$ cat src/logic/mips_ctrl_pkg.sv
// mips control unit definitions
`default_nettype none

package mips_ctrl_pkg;

    localparam int DATA_W     = 32;
    localparam int STORE_SIZE = 2;  // width of the store access code

    localparam logic [STORE_SIZE-1:0] SIZE_WORD = 2'd0;
    localparam logic [STORE_SIZE-1:0] SIZE_HALF = 2'd1;
    localparam logic [STORE_SIZE-1:0] SIZE_BYTE = 2'd2;

    // opcodes
    localparam logic [5:0] OP_RTYPE = 6'b000000;
    localparam logic [5:0] OP_J     = 6'b000010;
    localparam logic [5:0] OP_JAL   = 6'b000011;
    localparam logic [5:0] OP_BEQ   = 6'b000100;
    localparam logic [5:0] OP_BNE   = 6'b000101;
    localparam logic [5:0] OP_ADDIU = 6'b001001;
    localparam logic [5:0] OP_SLTI  = 6'b001010;
    localparam logic [5:0] OP_SLTIU = 6'b001011;
    localparam logic [5:0] OP_ANDI  = 6'b001100;
    localparam logic [5:0] OP_ORI   = 6'b001101;
    localparam logic [5:0] OP_XORI  = 6'b001110;
    localparam logic [5:0] OP_LUI   = 6'b001111;
    localparam logic [5:0] OP_LB    = 6'b100000;
    localparam logic [5:0] OP_LH    = 6'b100001;
    localparam logic [5:0] OP_LW    = 6'b100011;
    localparam logic [5:0] OP_LBU   = 6'b100100;
    localparam logic [5:0] OP_LHU   = 6'b100101;
    localparam logic [5:0] OP_SB    = 6'b101000;
    localparam logic [5:0] OP_SH    = 6'b101001;
    localparam logic [5:0] OP_SW    = 6'b101011;

    // r-format functs
    localparam logic [5:0] FN_SLL  = 6'b000000;
    localparam logic [5:0] FN_SRL  = 6'b000010;
    localparam logic [5:0] FN_SRA  = 6'b000011;
    localparam logic [5:0] FN_SLLV = 6'b000100;
    localparam logic [5:0] FN_SRLV = 6'b000110;
    localparam logic [5:0] FN_SRAV = 6'b000111;
    localparam logic [5:0] FN_ADDU = 6'b100001;
    localparam logic [5:0] FN_SUBU = 6'b100011;
    localparam logic [5:0] FN_AND  = 6'b100100;
    localparam logic [5:0] FN_OR   = 6'b100101;
    localparam logic [5:0] FN_XOR  = 6'b100110;
    localparam logic [5:0] FN_SLT  = 6'b101010;
    localparam logic [5:0] FN_SLTU = 6'b101011;

    typedef struct packed {
        logic [5:0] opcode;
        logic [4:0] rs;
        logic [4:0] rt;
        logic [4:0] rd;
        logic [4:0] shamt;
        logic [5:0] funct;
    } r_fields_t;

    typedef struct packed {
        logic [5:0]  opcode;
        logic [4:0]  rs;
        logic [4:0]  rt;
        logic [15:0] imm16;
    } i_fields_t;

    typedef struct packed {
        logic [5:0]  opcode;
        logic [25:0] target26;
    } j_fields_t;

    // one fetched word, three views
    typedef union packed {
        r_fields_t r;
        i_fields_t i;
        j_fields_t j;
    } instr_t;

    typedef enum logic [1:0] {FETCH, DECODE, EXEC1, EXEC2} phase_t;

    typedef enum logic [3:0] {
        AOP_ADD   = 4'b0000,
        AOP_EQ    = 4'b0001,
        AOP_FUNCT = 4'b0010,  // resolved from the funct field
        AOP_AND   = 4'b0100,
        AOP_OR    = 4'b0101,
        AOP_XOR   = 4'b0110,
        AOP_SLT   = 4'b0111,
        AOP_NE    = 4'b1000,
        AOP_SLTU  = 4'b1100
    } alu_op_t;

    typedef enum logic [3:0] {
        ALU_ADD, ALU_SUB, ALU_AND, ALU_OR, ALU_XOR, ALU_SLT, ALU_SLTU,
        ALU_SLL, ALU_SRL, ALU_SRA, ALU_SLLV, ALU_SRLV, ALU_SRAV, ALU_NE
    } alu_fn_t;

    typedef enum logic [2:0] {
        EXT_NONE   = 3'b000,
        EXT_HALF_U = 3'b100,
        EXT_HALF_S = 3'b101,
        EXT_BYTE_U = 3'b110,
        EXT_BYTE_S = 3'b111
    } extend_t;

    typedef enum logic [2:0] {
        CLS_NONE, CLS_REG, CLS_LOAD, CLS_STORE, CLS_BRANCH, CLS_JUMP
    } instr_class_t;

    typedef struct packed {
        alu_op_t alu_op;
        logic    alu_src;     // second operand from imm16
        logic    signed_imm;
        logic    jump;
        logic    branch;
        logic    regdst;      // destination is rd
        logic    memtoreg;
        logic    link;        // return address to r31
        logic    loadimmed;
        extend_t extend;
    } ctrl_t;

    typedef struct packed {
        logic       memread;
        logic       memwrite;
        logic [3:0] byteenable;
        logic       bytewrite;
        logic       halfwrite;
    } mem_strb_t;

endpackage

`default_nettype wire
$ cat src/logic/control_top.sv
// mips control unit top
`timescale 1ns/1ps
`default_nettype none

module control_top (
    input  logic                             clk,
    input  logic                             rst_n,
    input  logic                             waitrequest,
    input  logic [mips_ctrl_pkg::DATA_W-1:0] readdata,
    input  logic [1:0]                       address_align,
    output mips_ctrl_pkg::instr_t            instr,
    output mips_ctrl_pkg::ctrl_t             ctrl,
    output mips_ctrl_pkg::alu_fn_t           alu_fn,
    output mips_ctrl_pkg::mem_strb_t         strb,
    output logic                             regwrite,
    output logic                             pcwrite,
    output logic                             inwrite,
    output logic                             pctoadd
);
    import mips_ctrl_pkg::*;

    phase_t                phase;
    instr_class_t          cls;
    logic [STORE_SIZE-1:0] size;

    cycle_sequencer seq_i (
        .clk         (clk),
        .rst_n       (rst_n),
        .waitrequest (waitrequest),
        .readdata    (readdata),
        .cls         (cls),
        .phase       (phase),
        .instr       (instr)
    );

    instr_decoder dec_i (
        .instr (instr),
        .ctrl  (ctrl),
        .cls   (cls),
        .size  (size)
    );

    alu_control alu_ctrl_i (
        .phase  (phase),
        .alu_op (ctrl.alu_op),
        .instr  (instr),
        .alu_fn (alu_fn)
    );

    mem_strobes strb_i (
        .phase         (phase),
        .cls           (cls),
        .size          (size),
        .waitrequest   (waitrequest),
        .address_align (address_align),
        .strb          (strb),
        .regwrite      (regwrite),
        .pcwrite       (pcwrite),
        .inwrite       (inwrite),
        .pctoadd       (pctoadd)
    );

endmodule

`default_nettype wire

$ cat src/logic/mem_strobes.sv
// memory and write strobes
`timescale 1ns/1ps
`default_nettype none

module mem_strobes (
    input  mips_ctrl_pkg::phase_t                 phase,
    input  mips_ctrl_pkg::instr_class_t           cls,
    input  logic [mips_ctrl_pkg::STORE_SIZE-1:0]  size,
    input  logic                                  waitrequest,
    input  logic [1:0]                            address_align,
    output mips_ctrl_pkg::mem_strb_t              strb,
    output logic                                  regwrite,
    output logic                                  pcwrite,
    output logic                                  inwrite,
    output logic                                  pctoadd
);
    import mips_ctrl_pkg::*;

    logic exec;
    logic store;

    // the instruction register only holds the current word after decode
    assign exec  = (phase == EXEC1) || (phase == EXEC2);
    assign store = exec && (cls == CLS_STORE);

    always_comb begin
        strb.memread    = (phase == FETCH) || ((phase == EXEC1) && (cls == CLS_LOAD));
        strb.memwrite   = (phase == EXEC2) && (cls == CLS_STORE);  // held through stalls
        strb.byteenable = 4'b1111;
        strb.bytewrite  = 1'b0;
        strb.halfwrite  = 1'b0;
        if (store && size == SIZE_BYTE) begin
            strb.byteenable = 4'b0001 << address_align;  // single lane
            strb.bytewrite  = 1'b1;
            strb.halfwrite  = 1'b1;
        end else if (store && size == SIZE_HALF) begin
            strb.byteenable = 4'b0011 << address_align;
            strb.halfwrite  = 1'b1;
        end
    end

    assign pcwrite  = (phase == EXEC2) && !waitrequest;  // marks the end of an instruction
    assign regwrite = pcwrite && (cls == CLS_REG || cls == CLS_LOAD);
    assign inwrite  = (phase == DECODE);
    assign pctoadd  = (phase == FETCH) || (phase == DECODE);

endmodule

`default_nettype wire

$ cat src/logic/alu_control.sv
// alu function resolver
`timescale 1ns/1ps
`default_nettype none

module alu_control (
    input  mips_ctrl_pkg::phase_t  phase,
    input  mips_ctrl_pkg::alu_op_t alu_op,
    input  mips_ctrl_pkg::instr_t  instr,
    output mips_ctrl_pkg::alu_fn_t alu_fn
);
    import mips_ctrl_pkg::*;

    always_comb begin
        if (phase == FETCH || phase == DECODE) begin
            alu_fn = ALU_ADD;  // pc + 4
        end else begin
            case (alu_op)
                AOP_AND:  alu_fn = ALU_AND;
                AOP_OR:   alu_fn = ALU_OR;
                AOP_XOR:  alu_fn = ALU_XOR;
                AOP_SLT:  alu_fn = ALU_SLT;
                AOP_SLTU: alu_fn = ALU_SLTU;
                AOP_EQ:   alu_fn = ALU_SUB;  // zero flag means equal
                AOP_NE:   alu_fn = ALU_NE;
                AOP_FUNCT: begin
                    case (instr.r.funct)
                        FN_SUBU: alu_fn = ALU_SUB;
                        FN_AND:  alu_fn = ALU_AND;
                        FN_OR:   alu_fn = ALU_OR;
                        FN_XOR:  alu_fn = ALU_XOR;
                        FN_SLT:  alu_fn = ALU_SLT;
                        FN_SLTU: alu_fn = ALU_SLTU;
                        FN_SLL:  alu_fn = ALU_SLL;
                        FN_SRL:  alu_fn = ALU_SRL;
                        FN_SRA:  alu_fn = ALU_SRA;
                        FN_SLLV: alu_fn = ALU_SLLV;
                        FN_SRLV: alu_fn = ALU_SRLV;
                        FN_SRAV: alu_fn = ALU_SRAV;
                        default: alu_fn = ALU_ADD;  // addu and undefined functs
                    endcase
                end
                default:  alu_fn = ALU_ADD;
            endcase
        end
    end

endmodule

`default_nettype wire

$ cat src/logic/instr_decoder.sv
// instruction decoder
`timescale 1ns/1ps
`default_nettype none

module instr_decoder (
    input  mips_ctrl_pkg::instr_t                       instr,
    output mips_ctrl_pkg::ctrl_t                        ctrl,
    output mips_ctrl_pkg::instr_class_t                 cls,
    output logic [mips_ctrl_pkg::STORE_SIZE-1:0]        size
);
    import mips_ctrl_pkg::*;

    logic funct_ok;

    assign funct_ok = instr.r.funct inside {
        FN_ADDU, FN_SUBU, FN_AND, FN_OR, FN_XOR, FN_SLT, FN_SLTU,
        FN_SLL, FN_SRL, FN_SRA, FN_SLLV, FN_SRLV, FN_SRAV
    };

    always_comb begin
        ctrl        = '0;
        ctrl.alu_op = AOP_ADD;
        ctrl.extend = EXT_NONE;
        cls         = CLS_NONE;  // unknown encodings write nothing
        size        = SIZE_WORD;

        case (instr.i.opcode)
            OP_RTYPE: begin
                if (funct_ok) begin
                    ctrl.alu_op = AOP_FUNCT;
                    ctrl.regdst = 1'b1;  // write to rd
                    cls         = CLS_REG;
                end
            end
            OP_ADDIU, OP_ANDI, OP_ORI, OP_XORI, OP_SLTI, OP_SLTIU, OP_LUI: begin
                ctrl.alu_src = 1'b1;
                cls          = CLS_REG;
                case (instr.i.opcode)
                    OP_ANDI:  ctrl.alu_op = AOP_AND;
                    OP_ORI:   ctrl.alu_op = AOP_OR;
                    OP_XORI:  ctrl.alu_op = AOP_XOR;
                    OP_SLTI:  ctrl.alu_op = AOP_SLT;
                    OP_SLTIU: ctrl.alu_op = AOP_SLTU;
                    default:  ctrl.alu_op = AOP_ADD;
                endcase
                ctrl.signed_imm = (instr.i.opcode == OP_SLTI);
                ctrl.loadimmed  = (instr.i.opcode == OP_LUI);  // imm16 to upper half
            end
            OP_LB, OP_LBU, OP_LH, OP_LHU, OP_LW: begin
                ctrl.alu_src = 1'b1;  // base plus offset
                cls          = CLS_LOAD;
                case (instr.i.opcode)
                    OP_LB:   ctrl.extend = EXT_BYTE_S;
                    OP_LBU:  ctrl.extend = EXT_BYTE_U;
                    OP_LH:   ctrl.extend = EXT_HALF_S;
                    OP_LHU:  ctrl.extend = EXT_HALF_U;
                    default: ctrl.memtoreg = 1'b1;  // full word straight to the register
                endcase
            end
            OP_SB, OP_SH, OP_SW: begin
                ctrl.alu_src = 1'b1;
                ctrl.regdst  = 1'b1;
                cls          = CLS_STORE;
                case (instr.i.opcode)
                    OP_SB:   size = SIZE_BYTE;
                    OP_SH:   size = SIZE_HALF;
                    default: size = SIZE_WORD;
                endcase
            end
            OP_BEQ: begin
                ctrl.branch = 1'b1;
                ctrl.alu_op = AOP_EQ;
                cls         = CLS_BRANCH;
            end
            OP_BNE: begin
                ctrl.branch = 1'b1;
                ctrl.alu_op = AOP_NE;
                cls         = CLS_BRANCH;
            end
            OP_J: begin
                ctrl.jump = 1'b1;
                cls       = CLS_JUMP;
            end
            OP_JAL: begin
                ctrl.jump = 1'b1;
                ctrl.link = 1'b1;
                cls       = CLS_REG;  // jal also writes r31
            end
            default: begin
            end
        endcase
    end

endmodule

`default_nettype wire

$ cat src/logic/cycle_sequencer.sv
// processor phase sequencer
`timescale 1ns/1ps
`default_nettype none

module cycle_sequencer (
    input  logic                             clk,
    input  logic                             rst_n,
    input  logic                             waitrequest,
    input  logic [mips_ctrl_pkg::DATA_W-1:0] readdata,
    input  mips_ctrl_pkg::instr_class_t      cls,
    output mips_ctrl_pkg::phase_t            phase,
    output mips_ctrl_pkg::instr_t            instr
);
    import mips_ctrl_pkg::*;

    phase_t phase_nxt;

    always_comb begin
        phase_nxt = phase;  // hold under back-pressure
        case (phase)
            FETCH: begin
                if (!waitrequest) begin
                    phase_nxt = DECODE;  // fetch accepted
                end
            end
            DECODE: begin
                phase_nxt = EXEC1;  // always a single cycle
            end
            EXEC1: begin
                // only a load waits here for its read to be taken
                if (cls != CLS_LOAD || !waitrequest) begin
                    phase_nxt = EXEC2;
                end
            end
            EXEC2: begin
                if (!waitrequest) begin
                    phase_nxt = FETCH;  // instruction retires
                end
            end
            default: begin
                phase_nxt = FETCH;
            end
        endcase
    end

    always_ff @(posedge clk) begin
        if (!rst_n) begin
            phase <= FETCH;
        end else begin
            phase <= phase_nxt;
        end
    end

    // fetched word is on readdata during decode
    always_ff @(posedge clk) begin
        if (phase == DECODE) begin
            instr <= readdata;
        end
    end

endmodule

`default_nettype wire

$ cat config.mk
export PLATFORM = sky130hd
export DESIGN_NAME = control_top
export DESIGN_NICKNAME = d
export VERILOG_FILES = /design/src/logic/mips_ctrl_pkg.sv /design/src/logic/control_top.sv /design/src/logic/mem_strobes.sv /design/src/logic/alu_control.sv /design/src/logic/instr_decoder.sv /design/src/logic/cycle_sequencer.sv
export SDC_FILE = /design/constraint.sdc
export NUM_CORES = 1
export LEC_CHECK = 0
export ABC_AREA = 1
export BUFFER_PORTS_ARGS = -buffer_cell sky130_fd_sc_hd__buf_4
export CAP_MARGIN = 25
export CORE_MARGIN = 2
export CORE_UTILIZATION = 40
export DETAILED_ROUTE_END_ITERATION = 12
export PLACE_DENSITY = 0.75
export SLEW_MARGIN = 40
export SYNTH_ARGS = -nofsm -noshare
export SYNTH_HDL_FRONTEND = slang
export SYNTH_SLANG_ARGS = --single-unit
$ cat constraint.sdc
create_clock -name clk -period 1.91 [get_ports clk]
set_clock_uncertainty 0.1 [all_clocks]
set_input_delay 0.382 -clock clk [delete_from_list [all_inputs] [get_ports clk]]
set_output_delay 0.382 -clock clk [all_outputs]
set_load 0.03 [all_outputs]
==> results of run 1 <==
## where the power goes
part	total (mW)	switching (mW)	internal [mW]
Clock	0.511	0.254	0.257
Sequential	1.26	0.161	1.09
Combinational	2.69	1.58	1.12
Total	4.46	1.99	2.47
## Yosys cell counts
| master | n |
|---|---|
| nor3_4 | 1 |
| inv_1 | 36 |
| nand4_1 | 4 |
| ha_1 | 8 |
| o21ai_1 | 1 |
| nor4_1 | 1 |
| nor2_4 | 2 |
| nor3_1 | 1 |
| nor2_1 | 24 |
| or2_2 | 1 |
| nand2_1 | 33 |
| or4_1 | 1 |
| nand3_1 | 23 |
| nand2_2 | 4 |
| nand3_2 | 2 |
| nor4_4 | 1 |
| and2_1 | 1 |
| o211ai_1 | 1 |
| o21ai_2 | 1 |
| o21ai_0 | 4 |
| a21oi_1 | 6 |
| nor2_2 | 5 |
| a31oi_4 | 1 |
| a21oi_2 | 1 |
| edfxtp_1 | 32 |
| inv_2 | 4 |
| dfxtp_1 | 2 |
## per-layer routing
| layer | routed length, um | GRT usage, % | up-vias |
|---|---|---|---|
| met5 | 0 | 0 | - |
| li1 | - | - | 1027 |
| met3 | 583 | 8.056 | 26 |
| met1 | 2757 | 23.41 | 1043 |
| met4 | 284 | 9.671 | 0 |
| met2 | 3830 | 40.27 | 120 |
## state kept, by name, indices dropped and copies added (netlist names)
signal,cells
seq_i.instr,32
seq_i.phase,2
## critical path, delay by kind of cell (launching register included)
kind	cells	cell delay, ps
compound gates	2	170
simple gates	5	640
flops	1	430
buf+inv	4	470
## timing repair
| action | in CTS | in global routing |
|---|---|---|
| setup endpoints to repair | 30 | 30 |
| setup buffers | 15 | 16 |
| pin swaps | 22 | 15 |
| gates resized for setup | 59 | 54 |
| hold endpoints to repair | 0 | 0 |
## worst min-delay path by stage
| stage | from | to | slack [ps] |
|---|---|---|---|
| detailed placement | seq_i.phase[0] | seq_i.phase[0] | 430 |
| global route | readdata[20] | seq_i.instr[20] | 150 |
| finish | readdata[7] | seq_i.instr[7] | 170 |
| global placement | seq_i.phase[0] | seq_i.phase[0] | 420 |
| floorplan | readdata[0] | seq_i.instr[0] | 380 |
| CTS | readdata[7] | seq_i.instr[7] | 150 |
## kinds of logic (layout without fill, tap and decap cells)
group	after synthesis	in the layout	share of synthesized area, %
AOI/OAI and AO/OA	15	15	5.407
DFF	34	34	53.40
buffers and inverters	40	221	8.010
adders and majority gates	8	8	5.341
and+or+nand+nor	104	104	27.84
## cell type report
cell class | count | area [um^2] | share of cell area (%)
Clock buffer | 6 | 72.57 | 1.911
Clock inverter | 2 | 13.76 | 0.3624
Inverter | 40 | 150.1 | 3.954
Multi-Input combinational cell | 127 | 1030 | 27.12
Sequential cell | 34 | 1001 | 26.36
Tap cell | 52 | 65.06 | 1.713
Timing Repair Buffer | 173 | 1465 | 38.58
==> metrics.cfg, run 1 <==
[status]
status=finished with violations
violations=negative setup slack

[drt]
drtIter0Drc=154
drt-pass1-iter-count=4
wl_per_cell_um=17.18
viasPerCell=5.106
vias=2216
ant_nets=0
drt-total-wl_um=7455
drc=0

[clock_network]
clk_latency_ps=290
clock_sinks=34
clk_pin_slew_worst_paths_ps=70
cts_buffer_depth=2
numCtsBuffers=5
htreeDepth=2
ctsHoldBuffers=0
tritoncts=done
cts_root_buf=clkbuf_8

[placed_design]
gp_congestion=0.8960
placed_cell_area_um2=3110
dpl.cell_count=397
portBuffers=99
dp_hpwl_um=4064
place_ws_ps=-231.5

[global_routing]
grt_pass1_wl_um=9128
track_usage_pct=22.38
first_global_vias=2149
grt_overflow=0
antenna_found_initial=0
grt_start_max_net_pins=34

[setup_path]
r2r-end=seq_i.phase[0]
rr_startpoint=seq_i.instr[27]
rr_worst_depth=10
required_ps=1430
crit_path_end=strb[3]
startpoint_type=register
path_cells=buf_4 -> nor2_4 -> nand3_4 -> inv_2 -> o21ai_2 -> nor2_4 -> inv_2 -> nand2_1 -> o21ai_1 -> nand2_1 -> buf_6
path_class=reg2out
crit_path_start=seq_i.instr[28]
r2r_setup_slack_ps=110
crit_fanout=4
slowest_stage=edfxtp_1
max_stage_delay_ps=430
end_kind=primary output
worstPathArrival_ps=2010

[power_and_ir_drop]
p_leak_nw=1.826
vdd.ir_drop.worst_mv=1.093
fin_total_pwr_mw=4.461
p_per_area_nw_per_um2=1175

[synthesis]
synth.avg_cell_area_um2=9.325
syn_inst=201
synth_top_cell_by_area=edfxtp_1
synth_area_leaders=edfxtp_1, inv_1, nand2_1, nand3_1, ha_1
synth.distinct_cells=27
syn-num-nets=246
synth_seq_cells=34
synth_top_area_share_pct=51.27
ys_seq_area_share_pct=53.40
synth_area_um2=1874
yosysWarnings=0

[worst_hold_path]
whs_path_depth=1
hp-class=in2reg

[sta]
period_share_pct=130.4
finalMaxSlewViolations=0
hold_viol=0
finalSetupViolations=28
fin_setup_tns_ps=-10360
max_freq_mhz=401.6
rsz0062_at_grt=true
period_needed_ps=2490
fin_hold_ws_ps=166.3
worst_pin_slew_ps=307.6
setup_ws_ps=-579.8
slew_headroom_pct=79.49

[finish]
final_nets=426
mostFrequentLayoutCells=buf_4, buf_6, edfxtp_1, inv_1, inv_2
final_util_pct=85.44
final_common_cell=buf_4
drive_above_1_share_pct=70.94
fillCellCount=225
fin_cells=434
area_growth_syn_to_layout_pct=102.6
fin_area_um2=3797
n_antenna_cell=0

[floorplanning]
dieWidth_um=72.45
initial_core_util_pct=42.17
core_um2=4444
placementRows=24
io_pins=100
dieArea_um2=5249
dieHeight_um=72.45

[run]
maxCapViolCount=0

Power figures use the tool's default switching activity.
==> run 2, diff against run 1 <==
--- a/config.mk
+++ b/config.mk
@@ -9,10 +9,11 @@
 export BUFFER_PORTS_ARGS = -buffer_cell sky130_fd_sc_hd__buf_4
 export CAP_MARGIN = 25
 export CORE_MARGIN = 2
-export CORE_UTILIZATION = 40
+export CORE_UTILIZATION = 46
 export DETAILED_ROUTE_END_ITERATION = 12
-export PLACE_DENSITY = 0.75
+export PLACE_DENSITY = 0.8
 export SLEW_MARGIN = 40
 export SYNTH_ARGS = -nofsm -noshare
 export SYNTH_HDL_FRONTEND = slang
+export SYNTH_HIERARCHICAL = 1
 export SYNTH_SLANG_ARGS = --single-unit
==> constraint.sdc (replaced) <==
create_clock -name clk -period 2.3 [get_ports clk]
set_clock_uncertainty 0.1 [all_clocks]
set_input_delay 0.46 -clock clk [delete_from_list [all_inputs] [get_ports clk]]
set_output_delay 0.46 -clock clk [all_outputs]
set_load 0.03 [all_outputs]
==> run 2 against run 1 <==
Via count up 25%. Final area up 7.7%. Area after synthesis is 10% higher. The flow still finishes with violations (negative setup slack). Largest cell class unchanged. Sequential share of layout area is 1.9 points lower. Combinational power is 12% lower. Non-clock buffer count rose by 2. Worst hold slack better by 72 ps. Synthesized cell count rose by 26%.
==> metrics.cfg, run 2 <==
[clock_network]
cts_root_buf=clkbuf_8  ; unchanged
htreeDepth=2  ; unchanged
numCtsBuffers=5  ; unchanged
cts_buffer_depth=2  ; unchanged
ctsHoldBuffers=0  ; unchanged
tritoncts=done  ; unchanged
clk_latency_ps=290  ; about the same
clock_sinks=34  ; unchanged
clk_pin_slew_worst_paths_ps=70  ; about the same

[drt]
wl_met1_um=3302  ; was 2757 um
met3_length_um=916  ; was 583 um
wl_met2_um=5051  ; was 3830 um
drt-total-wl_um=9957  ; was 7455 um
vias=2762  ; was 2216
wl_per_cell_um=20.40  ; was 17.18 um
top_layer_used=met4  ; unchanged
viasPerCell=5.660  ; was 5.106
drt-pass1-iter-count=5  ; was 4
ant_nets=0  ; unchanged
drc=0  ; unchanged
drtIter0Drc=314  ; was 154

[synthesis]
ys.flop_type=edfxtp_1  ; unchanged
async_flop_share_pct=0  ; unchanged
synth_area_um2=2067  ; was 1874 um^2
synth_area_leaders=edfxtp_1, inv_1, nand2_1, nand3_1, nor2_1  ; was edfxtp_1, inv_1, nand2_1, nand3_1, ha_1
synth_seq_cells=34  ; unchanged
synth.distinct_cells=25  ; was 27
yosysWarnings=6  ; was 0
syn_inst=254  ; was 201
synth_top_cell_by_area=edfxtp_1  ; unchanged
synth_edf_count=32  ; unchanged
synth.avg_cell_area_um2=8.138  ; was 9.325 um^2
synth_most_common_cell=inv_1  ; unchanged
ys_seq_area_share_pct=48.43  ; was 53.40%
syn-num-nets=299  ; was 246
synth_common_cells=inv_1, nand2_1, nor2_1  ; was inv_1, nand2_1, edfxtp_1
synth_top_area_share_pct=46.49  ; was 51.27%

[global_routing]
grt_overflow=0  ; unchanged
track_usage_pct=30.58  ; was 22.38%
first_global_vias=2483  ; was 2149
antenna_found_initial=0  ; unchanged
grt_start_max_net_pins=33  ; was 34
grt_pass1_wl_um=11790  ; was 9128 um

[sta]
worst_pin_slew_ps=467.0  ; was 307.6 ps
hold_viol=0  ; unchanged
period_needed_ps=2981
finalMaxSlewViolations=0  ; unchanged
finalSetupViolations=23  ; was 28
slew_headroom_pct=68.82  ; was 79.49%
setup_ws_ps=-681.0  ; was -579.8 ps
fin_hold_ws_ps=238.2  ; was 166.3 ps
period_share_pct=129.6
rsz0062_at_grt=true  ; unchanged
max_freq_mhz=335.5

[floorplanning]
dieHeight_um=71.04  ; was 72.45 um
dieArea_um2=5046  ; was 5249 um^2
io_pins=100  ; unchanged
dieWidth_um=71.04  ; was 72.45 um
placementRows=24  ; unchanged
initial_core_util_pct=47.47  ; was 42.17%
core_um2=4354  ; was 4444 um^2

[finish]
area_growth_syn_to_layout_pct=97.88  ; was 102.6%
fin_area_um2=4090  ; was 3797 um^2
fillCellCount=126  ; was 225
top_regs=seq_i/instr x32, seq_i/phase x2  ; was seq_i.instr x32, seq_i.phase x2
multi_input_area_um2=1254  ; was 1030 um^2
n_antenna_cell=0  ; unchanged
final_nets=481  ; was 426
final_common_cell=buf_4  ; unchanged
regArea_um2=1001  ; unchanged
drive_above_1_share_pct=61.24  ; was 70.94%
regMostFlops=seq_i/instr  ; was seq_i.instr
largest_register_ffs=32  ; unchanged
mostFrequentLayoutCells=buf_4, inv_1, buf_6, edfxtp_1, nand2_1  ; was buf_4, buf_6, edfxtp_1, inv_1, inv_2

[setup_path]
worstPathArrival_ps=2420  ; was 2010 ps
startpoint_type=register  ; unchanged
end_kind=primary output  ; unchanged
path_class=reg2out  ; unchanged
required_ps=1740  ; was 1430 ps
crit_fanout=3  ; was 4

[power_and_ir_drop]
vdd.ir_drop.worst_mv=0.8518  ; was 1.093 mV
p_leak_nw=1.983  ; was 1.826 nW
p_per_area_nw_per_um2=950.7  ; was 1175 nW/um^2

[status]
violations=negative setup slack  ; unchanged
status=finished with violations  ; unchanged

[run]
maxCapViolCount=0  ; unchanged

[worst_hold_path]
hp-class=in2reg  ; unchanged

[placed_design]
place_ws_ps=-194.5  ; was -231.5 ps
dp_hpwl_um=4626  ; was 4064 um
placed_cell_area_um2=3397  ; was 3110 um^2
portBuffers=99  ; unchanged
gp_congestion=0.8541  ; was 0.8960

==> run 2: worst paths after layout <==
path | slack [ps] | cells past startpoint | startpoint | endpoint
max | -680 | 15 | seq_i/instr[30] | strb[4]
min reg2reg | 700 | 2 | seq_i/phase[0] | seq_i/phase[0]
min | 240 | 1 | readdata[4] | seq_i/instr[4]
max reg2reg | -120 | 15 | seq_i/instr[26] | seq_i/phase[0]
==> run 2: critical path, cell delays in order (launching register included) <==
cell,delay (ps)
edfxtp_1,520
buf_6,180
inv_4,50
nand2_4,60
nor2_1,160
nand2_1,90
nand2_2,100
nor2_1,80
nand3_2,120
nand2_2,80
nor2_4,160
buf_4,150
nand3_1,90
nand2_1,100
inv_1,40
buf_4,150
==> run 2: cell type report <==
cell class	count	share of cell area [%]
sequential	34	24.47
clock buffer	7	1.866
multi-input combinational	162	30.65
inverter	58	5.751
timing repair buffer	175	35.67
tap	52	1.591
==> run 2: logic make-up after synthesis <==
kind of cell             after synthesis  share of synthesized area (%)
flip-flops                            34                          48.43
buffers and inverters                 58                          10.53
AND/OR/NAND/NOR                      136                          30.63
AO/OA/AOI/OAI                         18                          5.569
adder cells (fa/ha/maj)                8                          4.843
==> run 2: routing by layer <==
metal | vias up | GRT usage (%)
met1 | 1281 | 30.71
li1 | 1175 | -
met3 | 74 | 8.832
met5 | - | 0
met4 | 0 | 13.42
met2 | 232 | 57.94
==> run 2: per-stage QoR <==
stage	total power, mW	instances	utilization (%)	setup TNS, ps
2_1_floorplan	2.118	254	-	-1624
3_3_place_gp	2.810	450	78.02	-742.6
3_5_place_dp	2.858	450	78.02	-1504
4_1_cts	3.491	473	86.90	-5054
5_1_grt	4.004	488	93.94	-11460
6_report	3.888	488	93.94	-8866
==> run 2: timing repair <==
action | in CTS | in global routing
pin swaps | 30 | 24
setup buffers | 16 | 16
endpoints found under the setup margin | 15 | 23
resized for setup | 48 | 52
==> run 2: report_power, final <==
part | switching, mW | internal [mW] | total (mW)
clock | 0.209 | 0.208 | 0.417
combinational | 1.49 | 0.897 | 2.38
sequential | 0.175 | 0.913 | 1.09
